$ cat config.mk
export PLATFORM = sky130hd
export DESIGN_NAME = fan_top
export DESIGN_NICKNAME = d
export VERILOG_FILES = /design/src/hdl/button_pkg.sv /design/src/hdl/fan_pkg.sv /design/src/hdl/fan_speed_ctrl.sv /design/src/hdl/fan_top.sv /design/src/hdl/led_dimmer.sv /design/src/hdl/ms_tick_gen.sv /design/src/hdl/off_timer.sv /design/src/hdl/press_classifier.sv /design/src/hdl/pwm_gen.sv
export SDC_FILE = /design/constraint.sdc
export NUM_CORES = 1
export LEC_CHECK = 0
export ABC_AREA = 1
export BUFFER_PORTS_ARGS = -buffer_cell sky130_fd_sc_hd__buf_4
export CORE_UTILIZATION = 30
export DETAILED_ROUTE_END_ITERATION = 10
export PLACE_DENSITY = 0.55
export SLEW_MARGIN = 20
export SYNTH_ARGS = -nofsm -noshare
export SYNTH_HDL_FRONTEND = slang
export SYNTH_HIERARCHICAL = 1
export SYNTH_SLANG_ARGS = --single-unit
$ cat constraint.sdc
create_clock -name clk -period 2 [get_ports clk]
set_input_delay 0.4 -clock clk [delete_from_list [all_inputs] [get_ports clk]]
set_output_delay 0.4 -clock clk [all_outputs]
set_load 0.1 [all_outputs]
$ cat src/hdl/button_pkg.sv
package button_pkg;

    // what the classifier reports, one cycle per gesture
    typedef enum logic [1:0] {
        PRESS_NONE,
        PRESS_SINGLE,
        PRESS_DOUBLE,
        PRESS_LONG
    } press_kind_t;

    // held this many ms ticks means a long press
    localparam int LONG_MS = 700;

    // window after release for the second tap
    localparam int GAP_MS = 200;

    // ms tick counter, wide enough for LONG_MS
    typedef logic [10:0] ms_count_t;

endpackage

$ cat src/hdl/fan_pkg.sv
package fan_pkg;

    // clk cycles per ms tick at 125 MHz
    localparam int TICK_DIV_DEFAULT = 125000;

    typedef logic [2:0] fan_level_t;   // 0 idle, 1..7 speeds

    localparam int FAN_PWM_W = 12;     // 4096 cycle period

    typedef logic [11:0] fan_duty_t;

    localparam fan_duty_t FAN_DUTY [0:7] = '{
        12'd0, 12'd1023, 12'd1535, 12'd2047,
        12'd2559, 12'd3071, 12'd3583, 12'd4095
    };

    typedef logic [1:0] led_level_t;

    localparam int LED_PWM_W = 6;      // 64 cycle period

    typedef logic [6:0] led_duty_t;    // 64 is full on

    localparam led_duty_t LED_DUTY [0:3] = '{7'd0, 7'd13, 7'd38, 7'd64};

    typedef enum logic [1:0] {
        TMR_OFF,
        TMR_1,
        TMR_3,
        TMR_5
    } timer_sel_t;

    localparam int SEC_MS = 1000;      // ticks per second
    localparam int MIN_S  = 60;

    typedef logic [8:0] secs_t;        // up to 300 s

endpackage

$ cat src/hdl/fan_speed_ctrl.sv
`timescale 1ns/1ns

module fan_speed_ctrl import button_pkg::*, fan_pkg::*; (
    input  logic        clk,
    input  logic        reset_p,
    input  press_kind_t press,
    input  logic        timer_expired,
    output fan_level_t  fan_level,
    output logic        fan_running,
    output logic        fan_pwm
);

    fan_duty_t fan_duty;

    always_ff @(posedge clk or posedge reset_p) begin
        if (reset_p) begin
            fan_level <= '0;
        end else begin
            if (timer_expired || press == PRESS_LONG) begin
                fan_level <= '0;   // stop
            end else if (press == PRESS_SINGLE) begin
                fan_level <= fan_level + fan_level_t'(1);   // 7 wraps to idle
            end else if (press == PRESS_DOUBLE) begin
                fan_level <= fan_level - fan_level_t'(1);   // idle wraps to 7
            end
        end
    end

    assign fan_running = (fan_level != '0);
    assign fan_duty    = FAN_DUTY[fan_level];

    pwm_gen #(
        .W (FAN_PWM_W)
    ) fan_pwm_i (
        .clk     (clk),
        .reset_p (reset_p),
        .duty    ({1'b0, fan_duty}),
        .pwm     (fan_pwm)
    );

endmodule

$ cat src/hdl/fan_top.sv
`timescale 1ns/1ns

module fan_top import button_pkg::*, fan_pkg::*; #(
    parameter int TICK_DIV = TICK_DIV_DEFAULT
) (
    input  logic       clk,
    input  logic       reset_p,
    input  logic [2:0] btn,
    output logic       fan_pwm,
    output logic       led_pwm,
    output fan_level_t fan_level,
    output led_level_t led_level,
    output timer_sel_t timer_sel,
    output secs_t      remaining_s
);

    logic        ms_tick;
    logic        fan_running;
    logic        timer_expired;
    press_kind_t fan_press;
    press_kind_t led_press;

    ms_tick_gen #(
        .TICK_DIV (TICK_DIV)
    ) tick_i (
        .clk     (clk),
        .reset_p (reset_p),
        .ms_tick (ms_tick)
    );

    press_classifier fan_btn_i (
        .clk     (clk),
        .reset_p (reset_p),
        .btn     (btn[0]),
        .ms_tick (ms_tick),
        .press   (fan_press)
    );

    press_classifier led_btn_i (
        .clk     (clk),
        .reset_p (reset_p),
        .btn     (btn[1]),
        .ms_tick (ms_tick),
        .press   (led_press)
    );

    fan_speed_ctrl fan_i (
        .clk           (clk),
        .reset_p       (reset_p),
        .press         (fan_press),
        .timer_expired (timer_expired),
        .fan_level     (fan_level),
        .fan_running   (fan_running),
        .fan_pwm       (fan_pwm)
    );

    led_dimmer led_i (
        .clk       (clk),
        .reset_p   (reset_p),
        .press     (led_press),
        .led_level (led_level),
        .led_pwm   (led_pwm)
    );

    off_timer timer_i (
        .clk           (clk),
        .reset_p       (reset_p),
        .btn           (btn[2]),    // raw, synchronized inside
        .ms_tick       (ms_tick),
        .fan_running   (fan_running),
        .timer_sel     (timer_sel),
        .remaining_s   (remaining_s),
        .timer_expired (timer_expired)
    );

endmodule

$ cat src/hdl/led_dimmer.sv
`timescale 1ns/1ns

module led_dimmer import button_pkg::*, fan_pkg::*; (
    input  logic        clk,
    input  logic        reset_p,
    input  press_kind_t press,
    output led_level_t  led_level,
    output logic        led_pwm
);

    led_duty_t led_duty;

    always_ff @(posedge clk or posedge reset_p) begin
        if (reset_p) begin
            led_level <= '0;
        end else begin
            if (press == PRESS_LONG) begin
                led_level <= '0;
            end else if (press == PRESS_SINGLE) begin
                led_level <= led_level + led_level_t'(1);   // 3 wraps to off
            end
            // double tap does nothing here
        end
    end

    assign led_duty = LED_DUTY[led_level];

    pwm_gen #(
        .W (LED_PWM_W)
    ) led_pwm_i (
        .clk     (clk),
        .reset_p (reset_p),
        .duty    (led_duty),
        .pwm     (led_pwm)
    );

endmodule

$ cat src/hdl/ms_tick_gen.sv
`timescale 1ns/1ns

module ms_tick_gen #(
    parameter int TICK_DIV = 125000
) (
    input  logic clk,
    input  logic reset_p,
    output logic ms_tick
);

    logic [$clog2(TICK_DIV)-1:0] div_cnt;

    always_ff @(posedge clk or posedge reset_p) begin
        if (reset_p) begin
            div_cnt <= '0;
            ms_tick <= 1'b0;
        end else begin
            if (div_cnt == ($clog2(TICK_DIV))'(TICK_DIV - 1)) begin
                div_cnt <= '0;
                ms_tick <= 1'b1;   // one pulse per wrap
            end else begin
                div_cnt <= div_cnt + 1'b1;
                ms_tick <= 1'b0;
            end
        end
    end

endmodule

$ cat src/hdl/off_timer.sv
`timescale 1ns/1ns

module off_timer import button_pkg::*, fan_pkg::*; (
    input  logic       clk,
    input  logic       reset_p,
    input  logic       btn,
    input  logic       ms_tick,
    input  logic       fan_running,
    output timer_sel_t timer_sel,
    output secs_t      remaining_s,
    output logic       timer_expired
);

    logic [1:0] sync_q;
    logic       btn_q;
    logic       rise;
    logic       fall;
    ms_count_t  sec_div;    // ms ticks within the current second
    secs_t      load_s;

    always_ff @(posedge clk or posedge reset_p) begin
        if (reset_p) begin
            sync_q <= 2'b00;
            btn_q  <= 1'b0;
        end else begin
            sync_q <= {sync_q[0], btn};
            btn_q  <= sync_q[1];
        end
    end

    assign rise = sync_q[1] & ~btn_q;
    assign fall = ~sync_q[1] & btn_q;

    always_comb begin
        case (timer_sel)
            TMR_1:   load_s = secs_t'(1 * MIN_S);
            TMR_3:   load_s = secs_t'(3 * MIN_S);
            TMR_5:   load_s = secs_t'(5 * MIN_S);
            default: load_s = '0;
        endcase
    end

    always_ff @(posedge clk or posedge reset_p) begin
        if (reset_p) begin
            timer_sel     <= TMR_OFF;
            remaining_s   <= '0;
            sec_div       <= '0;
            timer_expired <= 1'b0;
        end else begin
            timer_expired <= 1'b0;
            if (!fan_running) begin
                timer_sel   <= TMR_OFF;   // fan stopped, drop the timer
                remaining_s <= '0;
            end else if (rise) begin
                case (timer_sel)
                    TMR_OFF: timer_sel <= TMR_1;
                    TMR_1:   timer_sel <= TMR_3;
                    TMR_3:   timer_sel <= TMR_5;
                    default: timer_sel <= TMR_OFF;
                endcase
            end else if (fall) begin
                remaining_s <= load_s;   // countdown starts on release
                sec_div     <= '0;
            end else if (timer_sel != TMR_OFF && remaining_s != '0 && ms_tick) begin
                if (sec_div == ms_count_t'(SEC_MS - 1)) begin
                    sec_div     <= '0;
                    remaining_s <= remaining_s - secs_t'(1);
                    if (remaining_s == secs_t'(1)) begin
                        timer_expired <= 1'b1;
                        timer_sel     <= TMR_OFF;
                    end
                end else begin
                    sec_div <= sec_div + 1'b1;
                end
            end
        end
    end

endmodule

$ cat src/hdl/press_classifier.sv
`timescale 1ns/1ns

module press_classifier import button_pkg::*; (
    input  logic        clk,
    input  logic        reset_p,
    input  logic        btn,
    input  logic        ms_tick,
    output press_kind_t press
);

    typedef enum logic [1:0] {
        ST_WAIT,     // idle, waiting for a press
        ST_HELD,     // first press down
        ST_GAP,      // released, looking for a second tap
        ST_SECOND    // double reported, waiting for release
    } state_t;

    state_t     state;
    logic [1:0] sync_q;
    logic       btn_q;
    logic       rise;
    logic       fall;
    ms_count_t  ms_cnt;

    always_ff @(posedge clk or posedge reset_p) begin
        if (reset_p) begin
            sync_q <= 2'b00;
            btn_q  <= 1'b0;
        end else begin
            sync_q <= {sync_q[0], btn};
            btn_q  <= sync_q[1];
        end
    end

    assign rise = sync_q[1] & ~btn_q;
    assign fall = ~sync_q[1] & btn_q;

    always_ff @(posedge clk or posedge reset_p) begin
        if (reset_p) begin
            state  <= ST_WAIT;
            ms_cnt <= '0;
            press  <= PRESS_NONE;
        end else begin
            press <= PRESS_NONE;   // pulse by default
            case (state)
                ST_WAIT: begin
                    if (rise) begin
                        ms_cnt <= '0;
                        state  <= ST_HELD;
                    end
                end

                ST_HELD: begin
                    if (fall) begin
                        ms_cnt <= '0;
                        state  <= ST_GAP;
                    end else if (ms_tick) begin
                        if (ms_cnt == ms_count_t'(LONG_MS - 1)) begin
                            press <= PRESS_LONG;
                            state <= ST_WAIT;   // the release is ignored there
                        end else begin
                            ms_cnt <= ms_cnt + 1'b1;
                        end
                    end
                end

                ST_GAP: begin
                    if (rise) begin
                        press <= PRESS_DOUBLE;
                        state <= ST_SECOND;
                    end else if (ms_tick) begin
                        if (ms_cnt == ms_count_t'(GAP_MS - 1)) begin
                            press <= PRESS_SINGLE;
                            state <= ST_WAIT;
                        end else begin
                            ms_cnt <= ms_cnt + 1'b1;
                        end
                    end
                end

                ST_SECOND: begin
                    if (fall) begin
                        state <= ST_WAIT;
                    end
                end

                default: begin
                    state <= ST_WAIT;
                end
            endcase
        end
    end

endmodule

$ cat src/hdl/pwm_gen.sv
`timescale 1ns/1ns

module pwm_gen #(
    parameter int W = 12
) (
    input  logic         clk,
    input  logic         reset_p,
    input  logic [W:0]   duty,     // one bit wider so full on fits
    output logic         pwm
);

    logic [W-1:0] pwm_cnt;

    always_ff @(posedge clk or posedge reset_p) begin
        if (reset_p) begin
            pwm_cnt <= '0;
            pwm     <= 1'b0;
        end else begin
            pwm_cnt <= pwm_cnt + 1'b1;   // free running, wraps
            pwm     <= ({1'b0, pwm_cnt} < duty);
        end
    end

endmodule
# ---- Yosys cells after proc, flatten, opt, wreduce, memory -nomap -nowiden
# Memories as Yosys holds them, arrays and structs flattened.
# Index checks and enable logic that the tools add are counted.
dict set report classes {
  n_addsub 10
  order_cmp 4
  eq_ne 48
  n_mux 82
  bitwise 15
  n_reduce_logical 21
}
# cell n
set ops {}
lappend ops {{11-bit two-way mux} 17}
lappend ops {{2-bit two-way mux} 34}
lappend ops {{11-bit case mux with 3 select lines} 2}
lappend ops {{9-bit two-way mux} 5}
lappend ops {{11-bit by 1-bit adder with 11-bit output (second input constant)} 3}
lappend ops {{11-bit by 10-bit == test with 1-bit output (second input constant)} 3}
lappend ops {{9-bit case mux with 3 select lines} 1}
lappend ops {{12-bit two-way mux} 2}
lappend ops {{11-bit by 8-bit == test with 1-bit output (second input constant)} 2}
lappend ops {{2-bit == test (second input constant)} 9}
lappend ops {{3-bit by 2-bit inequality test with 1-bit output (second input constant)} 6}
lappend ops {{3-bit inequality test (second input constant)} 6}
lappend ops {{17-bit by 1-bit adder with 17-bit output (second input constant)} 1}
lappend ops {{17-bit == test (second input constant)} 1}
lappend ops {{17-bit two-way mux} 1}
lappend ops {{2-bit case mux with 4 select lines} 2}
lappend ops {{7-bit binary-select mux with 2-bit select} 1}
lappend ops {{7-bit two-way mux} 2}
lappend ops {{2-bit inequality test (second input constant)} 7}
lappend ops {{7-bit AND reduction} 2}
lappend ops {{12-bit by 1-bit adder with 12-bit output (second input constant)} 1}
lappend ops {{12-bit less-than comparator} 1}
lappend ops {{3-bit by 1-bit inequality test with 1-bit output (second input constant)} 4}
lappend ops {{6-bit AND reduction} 2}
lappend ops {{other kinds (27)} 65}
dict set report totals {
  register_bits 105
  rom_bits 96
  input_bits 5
  word_cells 205
  memories 1
}
# memory words width rd rd_clocked_by_memory_dff wr line_no
set memory_table {}
lappend memory_table {{(name not given)} 8 12 1 0 0 fan_speed_ctrl.sv:30} ;# assign fan_duty = FAN_DUTY[fan_level];

# ---- Depth between registers and ports, before layout
# Gate-level depths: netlist of the first run.
dict set report logic_depth {
  ltp_word 7
  depth_mapped 11
  ltp_nobuf 11
}

# ---- Cells and area by module
# Netlist of the first run, hierarchy kept.
# module instances cells_per_inst area_each_um2
set by_module_without_submodules {}
lappend by_module_without_submodules {press_classifier 2 174 1214.9}
lappend by_module_without_submodules {off_timer 1 255 1851.8}
lappend by_module_without_submodules {ms_tick_gen 1 136 1017.2}
lappend by_module_without_submodules {{pwm_gen (fan_i.fan_pwm_i)} 1 112 899.6}
lappend by_module_without_submodules {{pwm_gen (led_i.led_pwm_i)} 1 50 417.9}
lappend by_module_without_submodules {fan_speed_ctrl 1 32 225.2}
lappend by_module_without_submodules {led_dimmer 1 18 138.9}

# ---- Worst setup path before layout of the first run
# OpenSTA, ideal clock, no wires.
dict set report synth_timing {
  kind {register to register}
  from {register fan_i.fan_level[0]}
  to {register timer_i.remaining_s[6]}
  setup_ns 0.075
  arrival_time_ns 2.297
  required_time_ns 1.925
  slack_ns -0.372
  path_stages_with_launch 10
  synth_period_minus_slack_ns 2.372
  cell_sequence {dfrtp_1 -> inv_1 -> nand3_1 -> inv_1 -> nor2_2 -> nand2_2 -> nand3_4 -> buf_6 -> nand2_2 -> o21ai_2}
}
dict set report synth_between {
  elab_chain_len 3
}
# item line_no
set synth_rtl {}
lappend synth_rtl {{start, declared} fan_speed_ctrl.sv:8} ;# output fan_level_t fan_level,
lappend synth_rtl {{start signal, assigned} fan_speed_ctrl.sv:22} ;# fan_level <= fan_level + fan_level_t'(1);
lappend synth_rtl {{start signal, assigned} fan_speed_ctrl.sv:24} ;# fan_level <= fan_level - fan_level_t'(1);
lappend synth_rtl {{3-bit nonzero test (*)} fan_speed_ctrl.sv:29} ;# assign fan_running = (fan_level != '0);
lappend synth_rtl {{net fan_running} fan_top.sv:18} ;# logic fan_running;
lappend synth_rtl {{3-bit inequality test (no source line) / 2-bit inequality test (equally long branches)} n/a}
lappend synth_rtl {{3-bit AND reduction (no source line)} n/a}
lappend synth_rtl {{end signal, assigned} off_timer.sv:62} ;# remaining_s <= load_s;
lappend synth_rtl {{end signal, assigned} off_timer.sv:67} ;# remaining_s <= remaining_s - secs_t'(1);
lappend synth_rtl {{end, declared} off_timer.sv:10} ;# output secs_t remaining_s,
# The timed path passes the listed nets; every way through them passes the cells marked *.
# A chain may end at the register's enable or synchronous reset.

# ---- Worst setup path after layout of the first run
dict set report layout_timing {
  from {register led_btn_i.state[0]}
  to {register led_btn_i.ms_cnt[6]}
}
dict set report layout_between {
  elab_chain_len 3
}
# item line_no
set layout_rtl {}
lappend layout_rtl {{start, declared} press_classifier.sv:18} ;# state_t state;
lappend layout_rtl {{start signal, assigned} press_classifier.sv:40} ;# state <= ST_WAIT;
lappend layout_rtl {{start signal, assigned} press_classifier.sv:49} ;# state <= ST_HELD;
lappend layout_rtl {{start signal, assigned} press_classifier.sv:56} ;# state <= ST_GAP;
lappend layout_rtl {{2-bit by 1-bit == test with 1-bit output, or another cell as far along} press_classifier.sv:45} ;# case (state)
lappend layout_rtl {{3-bit by 2-bit inequality test with 1-bit output (no source line), or another cell as far along} n/a}
lappend layout_rtl {{7-bit AND reduction (no source line)} n/a}
lappend layout_rtl {{end signal, assigned} press_classifier.sv:62} ;# ms_cnt <= ms_cnt + 1'b1;
lappend layout_rtl {{end signal, assigned} press_classifier.sv:76} ;# ms_cnt <= ms_cnt + 1'b1;
lappend layout_rtl {{end, declared} press_classifier.sv:23} ;# ms_count_t ms_cnt;
# Parallel ways exist; a longest one is shown, timed or not.

==> results.sh, run 1 <==
export IMPL_viasPerCell=4.544
export IMPL_grt_pass1_vias=5557
export IMPL_power_mw=7.267
export IMPL_multi_input_area_um2=3697
export IMPL_end_kind="flip-flop"
export IMPL_synth_warnings=6
export IMPL_cts_htree_levels=3
export IMPL_powerDensity_nw_per_um2=929.9
export IMPL_clock_latency_ps=360
export IMPL_outcome="finished, final reports clean"
export IMPL_wl_per_cell_um=11.42
export IMPL_grt_remaining_overflow=0
export IMPL_drtPass1Iterations=6
export IMPL_dieWidth_um=154.5
export IMPL_timing_fmax_ghz=0.5426
export IMPL_drt_wl_total_um=14540
export IMPL_ff_latch_area_um2=2644
export IMPL_setup_violations_final=0
export IMPL_synth_area_leaders="dfrtp_1 38%, nand2_1 14%, inv_1 7.7%, ha_1 7.3%, nand3_1 5.9%"
export IMPL_synth_async_reset_ratio_pct=100.0
export IMPL_numCtsBuffers=9
export IMPL_crit_type="reg2reg"
export IMPL_antenna_left=0
export IMPL_p_leak_nw=4.041
export IMPL_place_congestion=0.8261
export IMPL_final_layout_size_suffix_gt1_share_pct=14.98
export IMPL_postPlaceCellArea_um2=7497
export IMPL_synth_cells=951
export IMPL_n_antenna_cell=0
export IMPL_root_buffer="clkbuf_16"
export IMPL_remaining_drc_errors=0
export IMPL_synth_largest_area_cell="dfrtp_1"
export IMPL_antenna_found_initial=0
export IMPL_hold_viol_final=0
export IMPL_grt_usage_pct=13.18
export IMPL_nets=1030
export IMPL_period_share_pct=92.16
export IMPL_maxSlewViolCount=0
export IMPL_grt_pass1_wl_um=25790
export IMPL_cp_max_fo=9
export IMPL_dp_hpwl_um=10900
export IMPL_worst_hold_path_type="in2reg"
export IMPL_critPathRequiredTime_ps=2300
export IMPL_num_rows=55
export IMPL_synth_edff_count=0
export IMPL_ys_types=37
export IMPL_netlist_area_leader_share_pct=37.64
export IMPL_fp_dieArea_um2=23880
export IMPL_final_area_um2=7815
export IMPL_num_vias=5784
export IMPL_grt_max_degree=27
export IMPL_maxCapViolCount=0
export IMPL_rsz0062_at_grt="false"
export IMPL_clock_skew_ps=10.75
export IMPL_start_kind="flip-flop"
export IMPL_start_util_pct=30.74
export IMPL_clkSlewWorstSetupHoldPaths_ps=80
export IMPL_ys_seq_area_share_pct=37.64
export IMPL_die_y_um=154.5
export IMPL_tritoncts="done"
export IMPL_syn_area_um2=6980
export IMPL_ys_ff_latch=105
export IMPL_cp_arrival_ps=2150
export IMPL_dr_first_iter_drc_count=247
export IMPL_cts_sinks=105
export IMPL_core_area_um2=22710
export IMPL_port_buffers=22
export IMPL_setup_tns_ps=0
export IMPL_irDropWorstVdd_v=0.0008503
export IMPL_clockBufferDepth=2
export IMPL_ios=23
export IMPL_tightest_slew_ps=714.1
export IMPL_yosys_most_used_dff="dfrtp_1"
export IMPL_relSlewSlack_pct=52.34
export IMPL_fin_crit_ps=1843
export IMPL_synth_area_per_cell_um2=7.340
export IMPL_syn_to_final_growth_pct=11.96
export IMPL_nFillCells=2437
[final timing paths]
path / start / to / slack (ps) / cells after the start
max in group asynchronous: reset_p / tick_i/div_cnt[7]$_DFF_PP0_ / 750 / 3
setup / recovery: led_btn_i/state[0]$_DFFE_PP0P_ / led_btn_i/ms_cnt[6]$_DFFE_PP0P_ / 160 / 9
hold / removal: btn[0] / fan_btn_i/sync_q[0]$_DFF_PP0_ / 140 / 1
setup reg to reg: led_btn_i/state[0]$_DFFE_PP0P_ / led_btn_i/ms_cnt[6]$_DFFE_PP0P_ / 160 / 9
hold reg to reg: led_btn_i/sync_q[0]$_DFF_PP0_ / led_btn_i/sync_q[1]$_DFF_PP0_ / 350 / 0
min in group asynchronous: reset_p / led_i/led_level[0]$_DFFE_PP0P_ / 520 / 3
[flip-flops by register name, summed over array words and instances (netlist names), 3 cells and up]
signal                   flops
tick_i/div_cnt              17
led_btn_i/ms_cnt            11
led_i/led_pwm_i/pwm_cnt      6
fan_i/fan_level              3
fan_btn_i/ms_cnt            11
fan_i/fan_pwm_i/pwm_cnt     12
timer_i/sec_div             11
timer_i/remaining_s          9
[power by group]
part           internal [mW]  total (mW)  switching, mW
clock network          0.870        1.76          0.894
logic                  0.808        2.91           2.11
registers               2.32        2.59          0.271
total                   4.00        7.27           3.27
[per-layer routing]
metal	wire length [µm]	GRT usage, %
met5	0	0
met4	180	3.772
met3	465	2.578
met2	6645	21.83
met1	7246	17.38
[cells in the mapped netlist (2+ instances only)]
cell	instances
a21oi_1	22
buf_2	5
buf_6	4
conb_1	2
dfrtp_1	105
ha_1	41
inv_1	144
inv_2	14
nand2_1	263
nand2_2	20
nand2_4	5
nand3_1	82
nand3_2	9
nand3_4	2
nand4_1	21
nor2_1	90
nor2_2	17
nor2_4	5
nor3_1	5
nor3_2	6
o21ai_0	17
o21ai_1	20
o21ai_2	9
o21bai_1	4
or2_2	3
xnor2_1	9
xor2_1	17
[logic make-up (layout without fill, tap and decap cells)]
logic type / Yosys count / in the layout / share of synthesized area (%)
and+or+nand+nor: 532 / 532 / 35.44
buffers and inverters: 169 / 205 / 9.661
DFF: 105 / 105 / 37.64
AOI/OAI and AO/OA: 74 / 74 / 6.023
adders and majority gates: 42 / 42 / 7.636
xor gates and xnor gates: 27 / 27 / 3.495
other: 2 / 3 / 0.1076
[critical path, stage by stage (launching register included)]
cell and delay [ps]:
dfrtp_1 400, inv_1 80, ha_1 330, nand3_1 220, nand2_1 90, nor2_2 140
nand2_1 70, nor2_1 270, nand3_1 120, nand2_1 80
[what timing repair did]
action | 4_1_cts | 5_1_grt
buffers inserted | 0 | 0
hold buffers | 1 | 0
endpoints found under the hold margin | 5 | 0
gates resized for setup | 0 | 3
setup endpoints to repair | 0 | 5
[layout make-up]
| cell class | instances | share of cell area [%] |
|---|---|---|
| Multi-Input combinational cell | 678 | 47.31 |
| Sequential cell | 105 | 33.83 |
| Inverter | 159 | 7.637 |
| Tap cell | 285 | 4.563 |
| Timing Repair Buffer | 30 | 2.914 |
| Clock buffer | 9 | 2.882 |
| Clock inverter | 7 | 0.8646 |
[cells in the final DEF (no fill, tap or decap), drive strengths merged, types with 3 or more instances in the layout]
| master | netlist | layout |
|---|---|---|
| nand4 | 22 | 22 |
| o21bai | 4 | 4 |
| clkbuf | 0 | 9 |
| nand2 | 288 | 288 |
| inv | 158 | 159 |
| ha | 41 | 41 |
| xnor2 | 10 | 10 |
| a21oi | 23 | 23 |
| xor2 | 17 | 17 |
| nor2 | 112 | 112 |
| nand3 | 93 | 93 |
| clkinvlp | 0 | 3 |
| nor3 | 11 | 11 |
| clkinv | 1 | 4 |
| conb | 2 | 3 |
| o21ai | 46 | 46 |
| or2 | 4 | 4 |
| dfrtp | 105 | 105 |
| buf | 10 | 29 |
[through the flow]
| stage | hold slack [ps] | cells | util [%] | setup slack [ps] |
|---|---|---|---|---|
| after CTS | 123.4 | 1273 | 34.35 | 83.80 |
| after detailed placement | 336.3 | 1256 | 33.01 | 101.0 |
| final | 139.4 | 1273 | 34.41 | 156.9 |
| after floorplan | 141.2 | 952 | - | 7.492 |
| after global routing | 125.2 | 1273 | 34.41 | 6.105 |
| after global placement | 333.7 | 1256 | 33.01 | 166.3 |
No activity file was read; power rests on OpenSTA's default activity.
==> inputs of run 2 (changes only) <==
--- a/config.mk
+++ b/config.mk
@@ -5,11 +5,10 @@
 export SDC_FILE = /design/constraint.sdc
 export NUM_CORES = 1
 export LEC_CHECK = 0
-export ABC_AREA = 1
 export BUFFER_PORTS_ARGS = -buffer_cell sky130_fd_sc_hd__buf_4
 export CORE_UTILIZATION = 30
 export DETAILED_ROUTE_END_ITERATION = 10
-export PLACE_DENSITY = 0.55
+export PLACE_DENSITY = 0.56
 export SLEW_MARGIN = 20
 export SYNTH_ARGS = -nofsm -noshare
 export SYNTH_HDL_FRONTEND = slang
==> run 2 against run 1 <==
Effect of this change: largest cell class unchanged; the run now ends with setup timing left; critical path depth is 4 lower; synthesized cell count shrank 32%; combinational power increased by 41%; clock skew shrank 2.4 ps.
==> results.sh, run 2 <==
export IMPL_outcome="finished, violations left"
export IMPL_violations="setup timing"
export IMPL_synth_cells=647
export IMPL_timing_fmax_ghz=0.4583
export IMPL_period_share_pct=109.1
export IMPL_clockBufferDepth=2
export IMPL_cp_max_fo=5
export IMPL_powerDensity_nw_per_um2=1017
export IMPL_netlist_area_leader_share_pct=42.74
export IMPL_wl_per_cell_um=13.75
export IMPL_yosys_most_used_dff="dfrtp_1"
export IMPL_nFillCells=1997
export IMPL_p_leak_nw=3.647
export IMPL_n_antenna_cell=0
export IMPL_hold_viol_final=0
export IMPL_setup_violations_final=10
export IMPL_largest_reg_flops=17
export IMPL_dieWidth_um=145.2
export IMPL_rr_startpoint="timer_i/sec_div[10]$_DFFE_PP0P_"
export IMPL_hold_path_end="led_btn_i/sync_q[0]$_DFF_PP0_"
export IMPL_crit_type="reg2reg"
export IMPL_tightest_slew_ps=682.4
export IMPL_crit_slowest_cell="or4b_4"
export IMPL_drtPass1Iterations=4
export IMPL_critPathBufInv=0
export IMPL_yosysMostFrequentCell="dfrtp_1"
export IMPL_final_core_util_pct=40.56
export IMPL_grt_usage_pct=14.23
export IMPL_final_layout_size_suffix_gt1_share_pct=31.38
export IMPL_critPathRequiredTime_ps=2220
export IMPL_num_rows=52
export IMPL_ios=23
export IMPL_die_y_um=145.2
export IMPL_syn_area_um2=6148
export IMPL_ys_types=70
export IMPL_antenna_found_initial=0
export IMPL_clkSlewWorstSetupHoldPaths_ps=70
export IMPL_synth_area_per_cell_um2=9.503
export IMPL_antenna_left=0
export IMPL_tritoncts="done"
export IMPL_mostFrequentLayoutCell="buf_4"
export IMPL_max_stage_delay_ps=540
export IMPL_reg2reg_slack_ps=-180
export IMPL_clock_latency_ps=360
export IMPL_syn_to_final_growth_pct=33.05
export IMPL_ys_seq_area_share_pct=42.74
export IMPL_core_area_um2=20170
export IMPL_synth_warnings=6
export IMPL_synth_async_reset_ratio_pct=100.0
export IMPL_top_register="tick_i/div_cnt"
export IMPL_grt_pass1_vias=5114
export IMPL_end_kind="flip-flop"
export IMPL_synthTopCellsByCount="105 x dfrtp_1, 58 x inv_1, 49 x nand2_1, 49 x nor2_1, 41 x ha_1"
export IMPL_cp_arrival_ps=2400
export IMPL_hp_start="btn[1]"
export IMPL_worst_hold_path_type="in2reg"
export IMPL_ys_ff_latch=105
export IMPL_critical_path_top_delay_family="simple AND/OR/NAND/NOR gates"
export IMPL_fp_dieArea_um2=21070
export IMPL_clock_skew_ps=8.358
export IMPL_fin_crit_ps=2182
export IMPL_numCtsBuffers=9
export IMPL_dr_first_iter_drc_count=210
export IMPL_crit_start="timer_i/sec_div[10]$_DFFE_PP0P_"
export IMPL_final_cell_mix="118 x buf_4, 89 x dfrtp_1, 50 x inv_1"
export IMPL_worstPathCellList="or4b_4 > or3_4 > or3b_4 > nor4_2 > o22ai_1"
export IMPL_synth_area_leaders="dfrtp_1 43%, ha_1 8.3%, inv_1 3.5%, nand3_1 3.2%, nand2_1 3.0%"
export IMPL_grt_remaining_overflow=0
export IMPL_start_util_pct=30.48
export IMPL_num_vias=5195
export IMPL_place_congestion=0.8710
export IMPL_setup_slack_ps=-181.9
export IMPL_maxSlewViolCount=0
export IMPL_start_kind="flip-flop"
export IMPL_root_buffer="clkbuf_16"
export IMPL_setup_tns_ps=-1288
export IMPL_rsz0062_at_grt="true"
export IMPL_dp_hpwl_um=10410
export IMPL_grt_max_degree=27
export IMPL_port_buffers=22
export IMPL_synth_largest_area_cell="dfrtp_1"
export IMPL_cts_htree_levels=3
export IMPL_grt_pass1_wl_um=24670
export IMPL_nets=826
export IMPL_r2r_end="timer_i/remaining_s[4]$_DFFE_PP0P_"
export IMPL_relSlewSlack_pct=54.45
export IMPL_min_path_cells=1
export IMPL_irDropWorstVdd_v=0.0004565
export IMPL_drt_wl_total_um=14490
export IMPL_reg_top3="tick_i/div_cnt x17, fan_i/fan_pwm_i/pwm_cnt x12"
export IMPL_viasPerCell=4.929
export IMPL_rr_worst_depth=5
export IMPL_synth_edff_count=0
export IMPL_remaining_drc_errors=0
export IMPL_maxCapViolCount=0
export IMPL_cts_sinks=105
==> run 2: cell count changes in the layout (fill, tap and decap cells not counted), sizes merged, moves of 13 or more <==
cell | previous run | this run
nand2 | 288 | 49
buf | 29 | 133
nor2 | 112 | 49
nand3 | 93 | 40
inv | 159 | 58
nand4 | 22 | 9
==> run 2: cell type report <==
class | count | area [µm²] | share of cell area [%]
Sequential cell | 105 | 2668 | 32.61
Clock inverter | 6 | 58.81 | 0.7189
Clock buffer | 10 | 229.0 | 2.799
Tap cell | 270 | 337.8 | 4.130
Timing Repair Buffer | 134 | 1070 | 13.08
Inverter | 58 | 225.2 | 2.753
Multi-Input combinational cell | 471 | 3592 | 43.91
==> run 2: logic make-up after synthesis <==
family / after synthesis / share of synthesized area (%)
other: 2 / 0.1221
muxes: 6 / 1.099
adders and majority gates: 42 / 8.669
DFF: 105 / 42.74
buffers and inverters: 72 / 4.619
xor gates and xnor gates: 28 / 3.989
and+or+nand+nor: 252 / 22.53
AOI/OAI and AO/OA: 140 / 16.24
==> run 2: what timing repair did <==
item / in CTS / in global routing
buffers inserted: 4 / 12
setup endpoints to repair: 32 / 42
gates cloned: 0 / 2
gates resized for setup: 16 / 53
hold buffers: 1 / 0
pin swaps: 3 / 23
hold endpoints to repair: 5 / 0
==> run 2: power breakdown <==
part	total (mW)	internal [mW]	switching (mW)	leakage [nW]
clock	1.76	0.965	0.794	0.146
combinational	4.11	1.79	2.31	2.14
sequential	2.45	2.30	0.147	1.36
==> run 2: worst max-delay path by stage <==
stage	cells after the start	to
after detailed placement	5	timer_i/remaining_s[7]$_DFFE_PP0P_
after CTS	5	timer_i/remaining_s[6]$_DFFE_PP0P_
after global routing	5	timer_i/remaining_s[7]$_DFFE_PP0P_
final	5	timer_i/remaining_s[4]$_DFFE_PP0P_
after floorplan	8	timer_i/sec_div[6]$_DFFE_PP0P_
after global placement	5	timer_i/remaining_s[7]$_DFFE_PP0P_
==> run 2: layer usage <==
layer	global-route usage (%)	routed length (µm)
met5	0	0
met4	3.842	167
met1	19.36	7128
met2	22.91	6838
met3	2.893	360
==> run 2: worst reg2reg max path, cell delays in order (launching register included) <==
cell,delay (ps)
dfrtp_1,380
or4b_4,540
or3_4,410
or3b_4,460
nor4_2,170
o22ai_1,90
==> run 2: per-stage QoR <==
stage | power, mW | instances | hold WS [ps] | instance area (µm²) | worst slack, ps
after CTS | 8.058 | 1040 | 124.7 | 7809 | -145.9
after global placement | 6.142 | 1019 | 332.4 | 7408 | -210.6
final | 8.316 | 1054 | 146.5 | 8180 | -181.9
after detailed placement | 6.162 | 1019 | 338.5 | 7408 | -221.7
after floorplan | 4.959 | 648 | 141.2 | 6290 | -207.2
after global routing | 8.884 | 1054 | 126.3 | 8180 | -228.1
==> inputs of run 3 (changes only) <==
--- a/config.mk
+++ b/config.mk
@@ -5,12 +5,15 @@
 export SDC_FILE = /design/constraint.sdc
 export NUM_CORES = 1
 export LEC_CHECK = 0
+export ABC_CLOCK_PERIOD_IN_PS = 2000
 export BUFFER_PORTS_ARGS = -buffer_cell sky130_fd_sc_hd__buf_4
 export CORE_UTILIZATION = 30
 export DETAILED_ROUTE_END_ITERATION = 10
 export PLACE_DENSITY = 0.56
+export SKIP_LAST_GASP = 1
 export SLEW_MARGIN = 20
 export SYNTH_ARGS = -nofsm -noshare
 export SYNTH_HDL_FRONTEND = slang
 export SYNTH_HIERARCHICAL = 1
 export SYNTH_SLANG_ARGS = --single-unit
+export TNS_END_PERCENT = 5
==> run 3 against run 2 <==
Effect of this change: highest routed layer unchanged; sequential cell count is the same; clock power grew 6%; critical endpoint unchanged; critical path depth is the same; die area is the same; first-iteration DRC count grew 18%; non-clock buffer count shrank 4; largest cell class unchanged; routed wire length shrank 3.9%; the run still ends with setup timing left; sequential power shrank 2%; register-to-register slack gained 40 ps; combinational power shrank 6.8%; utilization shrank 1.6 points.
==> results.sh, run 3 (synthesis gave the netlist of run 2 again) <==
export IMPL_cts_htree_levels=3
export IMPL_seqPwrFrac_pct=29.7
export IMPL_root_buffer="clkbuf_16"
export IMPL_tritoncts="done"
export IMPL_final_core_util_pct=38.96
export IMPL_wl_per_cell_um=13.27
export IMPL_mostFrequentLayoutCell="buf_4"
export IMPL_clockBufferDepth=2
export IMPL_cp_max_fo=6
export IMPL_crit_slowest_cell="or4b_4"
export IMPL_start_kind="flip-flop"
export IMPL_syn_to_final_growth_pct=27.82
export IMPL_tightest_slew_ps=734.9
export IMPL_p_switching_mw=3.144
export IMPL_dp_hpwl_um=10440
export IMPL_die_y_um=145.2
export IMPL_n_antenna_cell=0
export IMPL_outcome="finished, violations left"
export IMPL_grt_max_degree=19
export IMPL_irDropWorstVdd_v=0.0005008
export IMPL_ios=23
export IMPL_max_stage_delay_ps=540
export IMPL_fp_dieArea_um2=21070
export IMPL_start_util_pct=30.48
export IMPL_timing_fmax_ghz=0.4671
export IMPL_largest_reg_flops=17
export IMPL_dr_first_iter_drc_count=248
export IMPL_crit_start="timer_i/sec_div[10]$_DFFE_PP0P_"
export IMPL_setup_violations_final=20
export IMPL_period_share_pct=107.0
export IMPL_clkSlewWorstSetupHoldPaths_ps=80
export IMPL_worstPathCellList="or4b_4 > or3_4 > or3b_4 > nor4_2 > o22ai_1"
export IMPL_p_comb_share_pct=47.2
export IMPL_crit_type="reg2reg"
export IMPL_antenna_left=0
export IMPL_port_buffers=22
export IMPL_viasPerCell=4.832
export IMPL_cp_arrival_ps=2370
export IMPL_rr_worst_depth=5
export IMPL_powerDensity_nw_per_um2=1031
export IMPL_worst_hold_path_type="in2reg"
export IMPL_critPathBufInv=0
export IMPL_fin_crit_ps=2141
export IMPL_remaining_drc_errors=0
export IMPL_reg2reg_slack_ps=-140
export IMPL_critical_path_top_delay_family="simple AND/OR/NAND/NOR gates"
export IMPL_grt_pass1_vias=5103
export IMPL_num_vias=5074
export IMPL_place_congestion=0.8068
export IMPL_num_rows=52
export IMPL_end_kind="flip-flop"
export IMPL_p_leak_nw=3.557
export IMPL_clkPwrFrac_pct=23.1
export IMPL_grt_remaining_overflow=0
export IMPL_dieWidth_um=145.2
export IMPL_nets=822
export IMPL_top_register="tick_i/div_cnt"
export IMPL_numCtsBuffers=9
export IMPL_reg_top3="tick_i/div_cnt x17, fan_i/fan_pwm_i/pwm_cnt x12"
export IMPL_drtPass1Iterations=4
export IMPL_switching_share_pct=38.82
export IMPL_violations="setup timing"
export IMPL_path_depth=5
export IMPL_maxSlewViolCount=0
export IMPL_grt_usage_pct=14.06
export IMPL_antenna_found_initial=0
export IMPL_setup_tns_ps=-1345
export IMPL_nFillCells=2048
export IMPL_relSlewSlack_pct=50.95
export IMPL_setup_slack_ps=-140.8
export IMPL_core_area_um2=20170
export IMPL_hold_viol_final=0
export IMPL_cts_sinks=105
export IMPL_clock_skew_ps=9.811
export IMPL_critPathRequiredTime_ps=2230
export IMPL_maxCapViolCount=0
export IMPL_clock_latency_ps=360
export IMPL_final_cell_mix="128 x buf_4, 91 x dfrtp_1, 56 x inv_1"
export IMPL_grt_pass1_wl_um=24250
export IMPL_final_layout_size_suffix_gt1_share_pct=25.26
export IMPL_intPower_mw=4.955
export IMPL_rsz0062_at_grt="true"
export IMPL_rr_startpoint="timer_i/sec_div[10]$_DFFE_PP0P_"
export IMPL_r2r_end="timer_i/remaining_s[4]$_DFFE_PP0P_"
export IMPL_drt_wl_total_um=13930
export IMPL_cp_endpoint="timer_i/remaining_s[4]$_DFFE_PP0P_"
run 3: cell count changes in the layout (fill, tap and decap cells not counted), moves of 5 or more:
cell | previous run | this run
inv_1 | 50 | 56
o22ai_2 | 5 | 0
ha_1 | 31 | 40
buf_6 | 11 | 0
inv_2 | 5 | 0
o22ai_1 | 7 | 12
buf_4 | 118 | 128
ha_2 | 7 | 0
run 3: stage by stage:
| stage | power, mW | cells | hold slack, ps | cell area, µm² | worst slack, ps |
|---|---|---|---|---|---|
| finish | 8.099 | 1050 | 142.9 | 7859 | -140.8 |
| global route | 8.692 | 1050 | 126.0 | 7859 | -216.0 |
| CTS | 8.151 | 1050 | 126.8 | 7823 | -106.9 |
| detailed placement | 6.211 | 1032 | 330.1 | 7466 | -235.8 |
| global placement | 6.199 | 1032 | 331.2 | 7466 | -206.7 |
| floorplan | 4.864 | 648 | 141.2 | 6227 | -208.1 |
run 3: area by class of cell:
cell class / instances / area (µm²) / share of cell area (%)
clock buffers: 10 / 239.0 / 3.041
clock inverters: 6 / 70.07 / 0.8916
inverters: 58 / 222.7 / 2.834
multi-input cells: 471 / 3336 / 42.45
flip-flops and latches: 105 / 2663 / 33.88
well taps: 270 / 337.8 / 4.299
repair buffers: 130 / 991.0 / 12.61
run 3: power by group through the flow:
stage	clock network, mW	logic, mW	registers, mW
2_1_floorplan	0	1.82	3.04
3_3_place_gp	0	3.76	2.44
3_5_place_dp	0	3.77	2.45
4_1_cts	1.94	3.80	2.40
5_1_grt	2.04	4.22	2.43
6_report	1.87	3.83	2.40
run 3: repair_timing:
item,4_1_cts,5_1_grt
endpoints found under the setup margin,31,46
hold endpoints to repair,5,0
resized for setup,8,6
pin swaps,3,3
buffers inserted,1,0
hold buffers,1,0
run 3: worst min-delay path by stage:
stage | end | depth (start not counted) | slack, ps | startpoint
2_1_floorplan | led_i/led_level[0]$_DFFE_PP0P_ | 1 | 140 | reset_p
3_3_place_gp | led_i/led_level[1]$_DFFE_PP0P_ | 2 | 330 | reset_p
3_5_place_dp | led_i/led_level[1]$_DFFE_PP0P_ | 2 | 330 | reset_p
4_1_cts | led_btn_i/sync_q[0]$_DFF_PP0_ | 1 | 130 | btn[1]
5_1_grt | led_btn_i/sync_q[0]$_DFF_PP0_ | 1 | 130 | btn[1]
6_report | led_btn_i/sync_q[0]$_DFF_PP0_ | 1 | 140 | btn[1]
run 3: routing by layer:
metal | up-vias | wire, µm | GRT usage (%)
met5 | - | 0 | 0
met4 | 0 | 204 | 4.579
met3 | 14 | 367 | 2.390
met2 | 69 | 6479 | 23.17
met1 | 2410 | 6877 | 18.66
li1 | 2581 | - | -
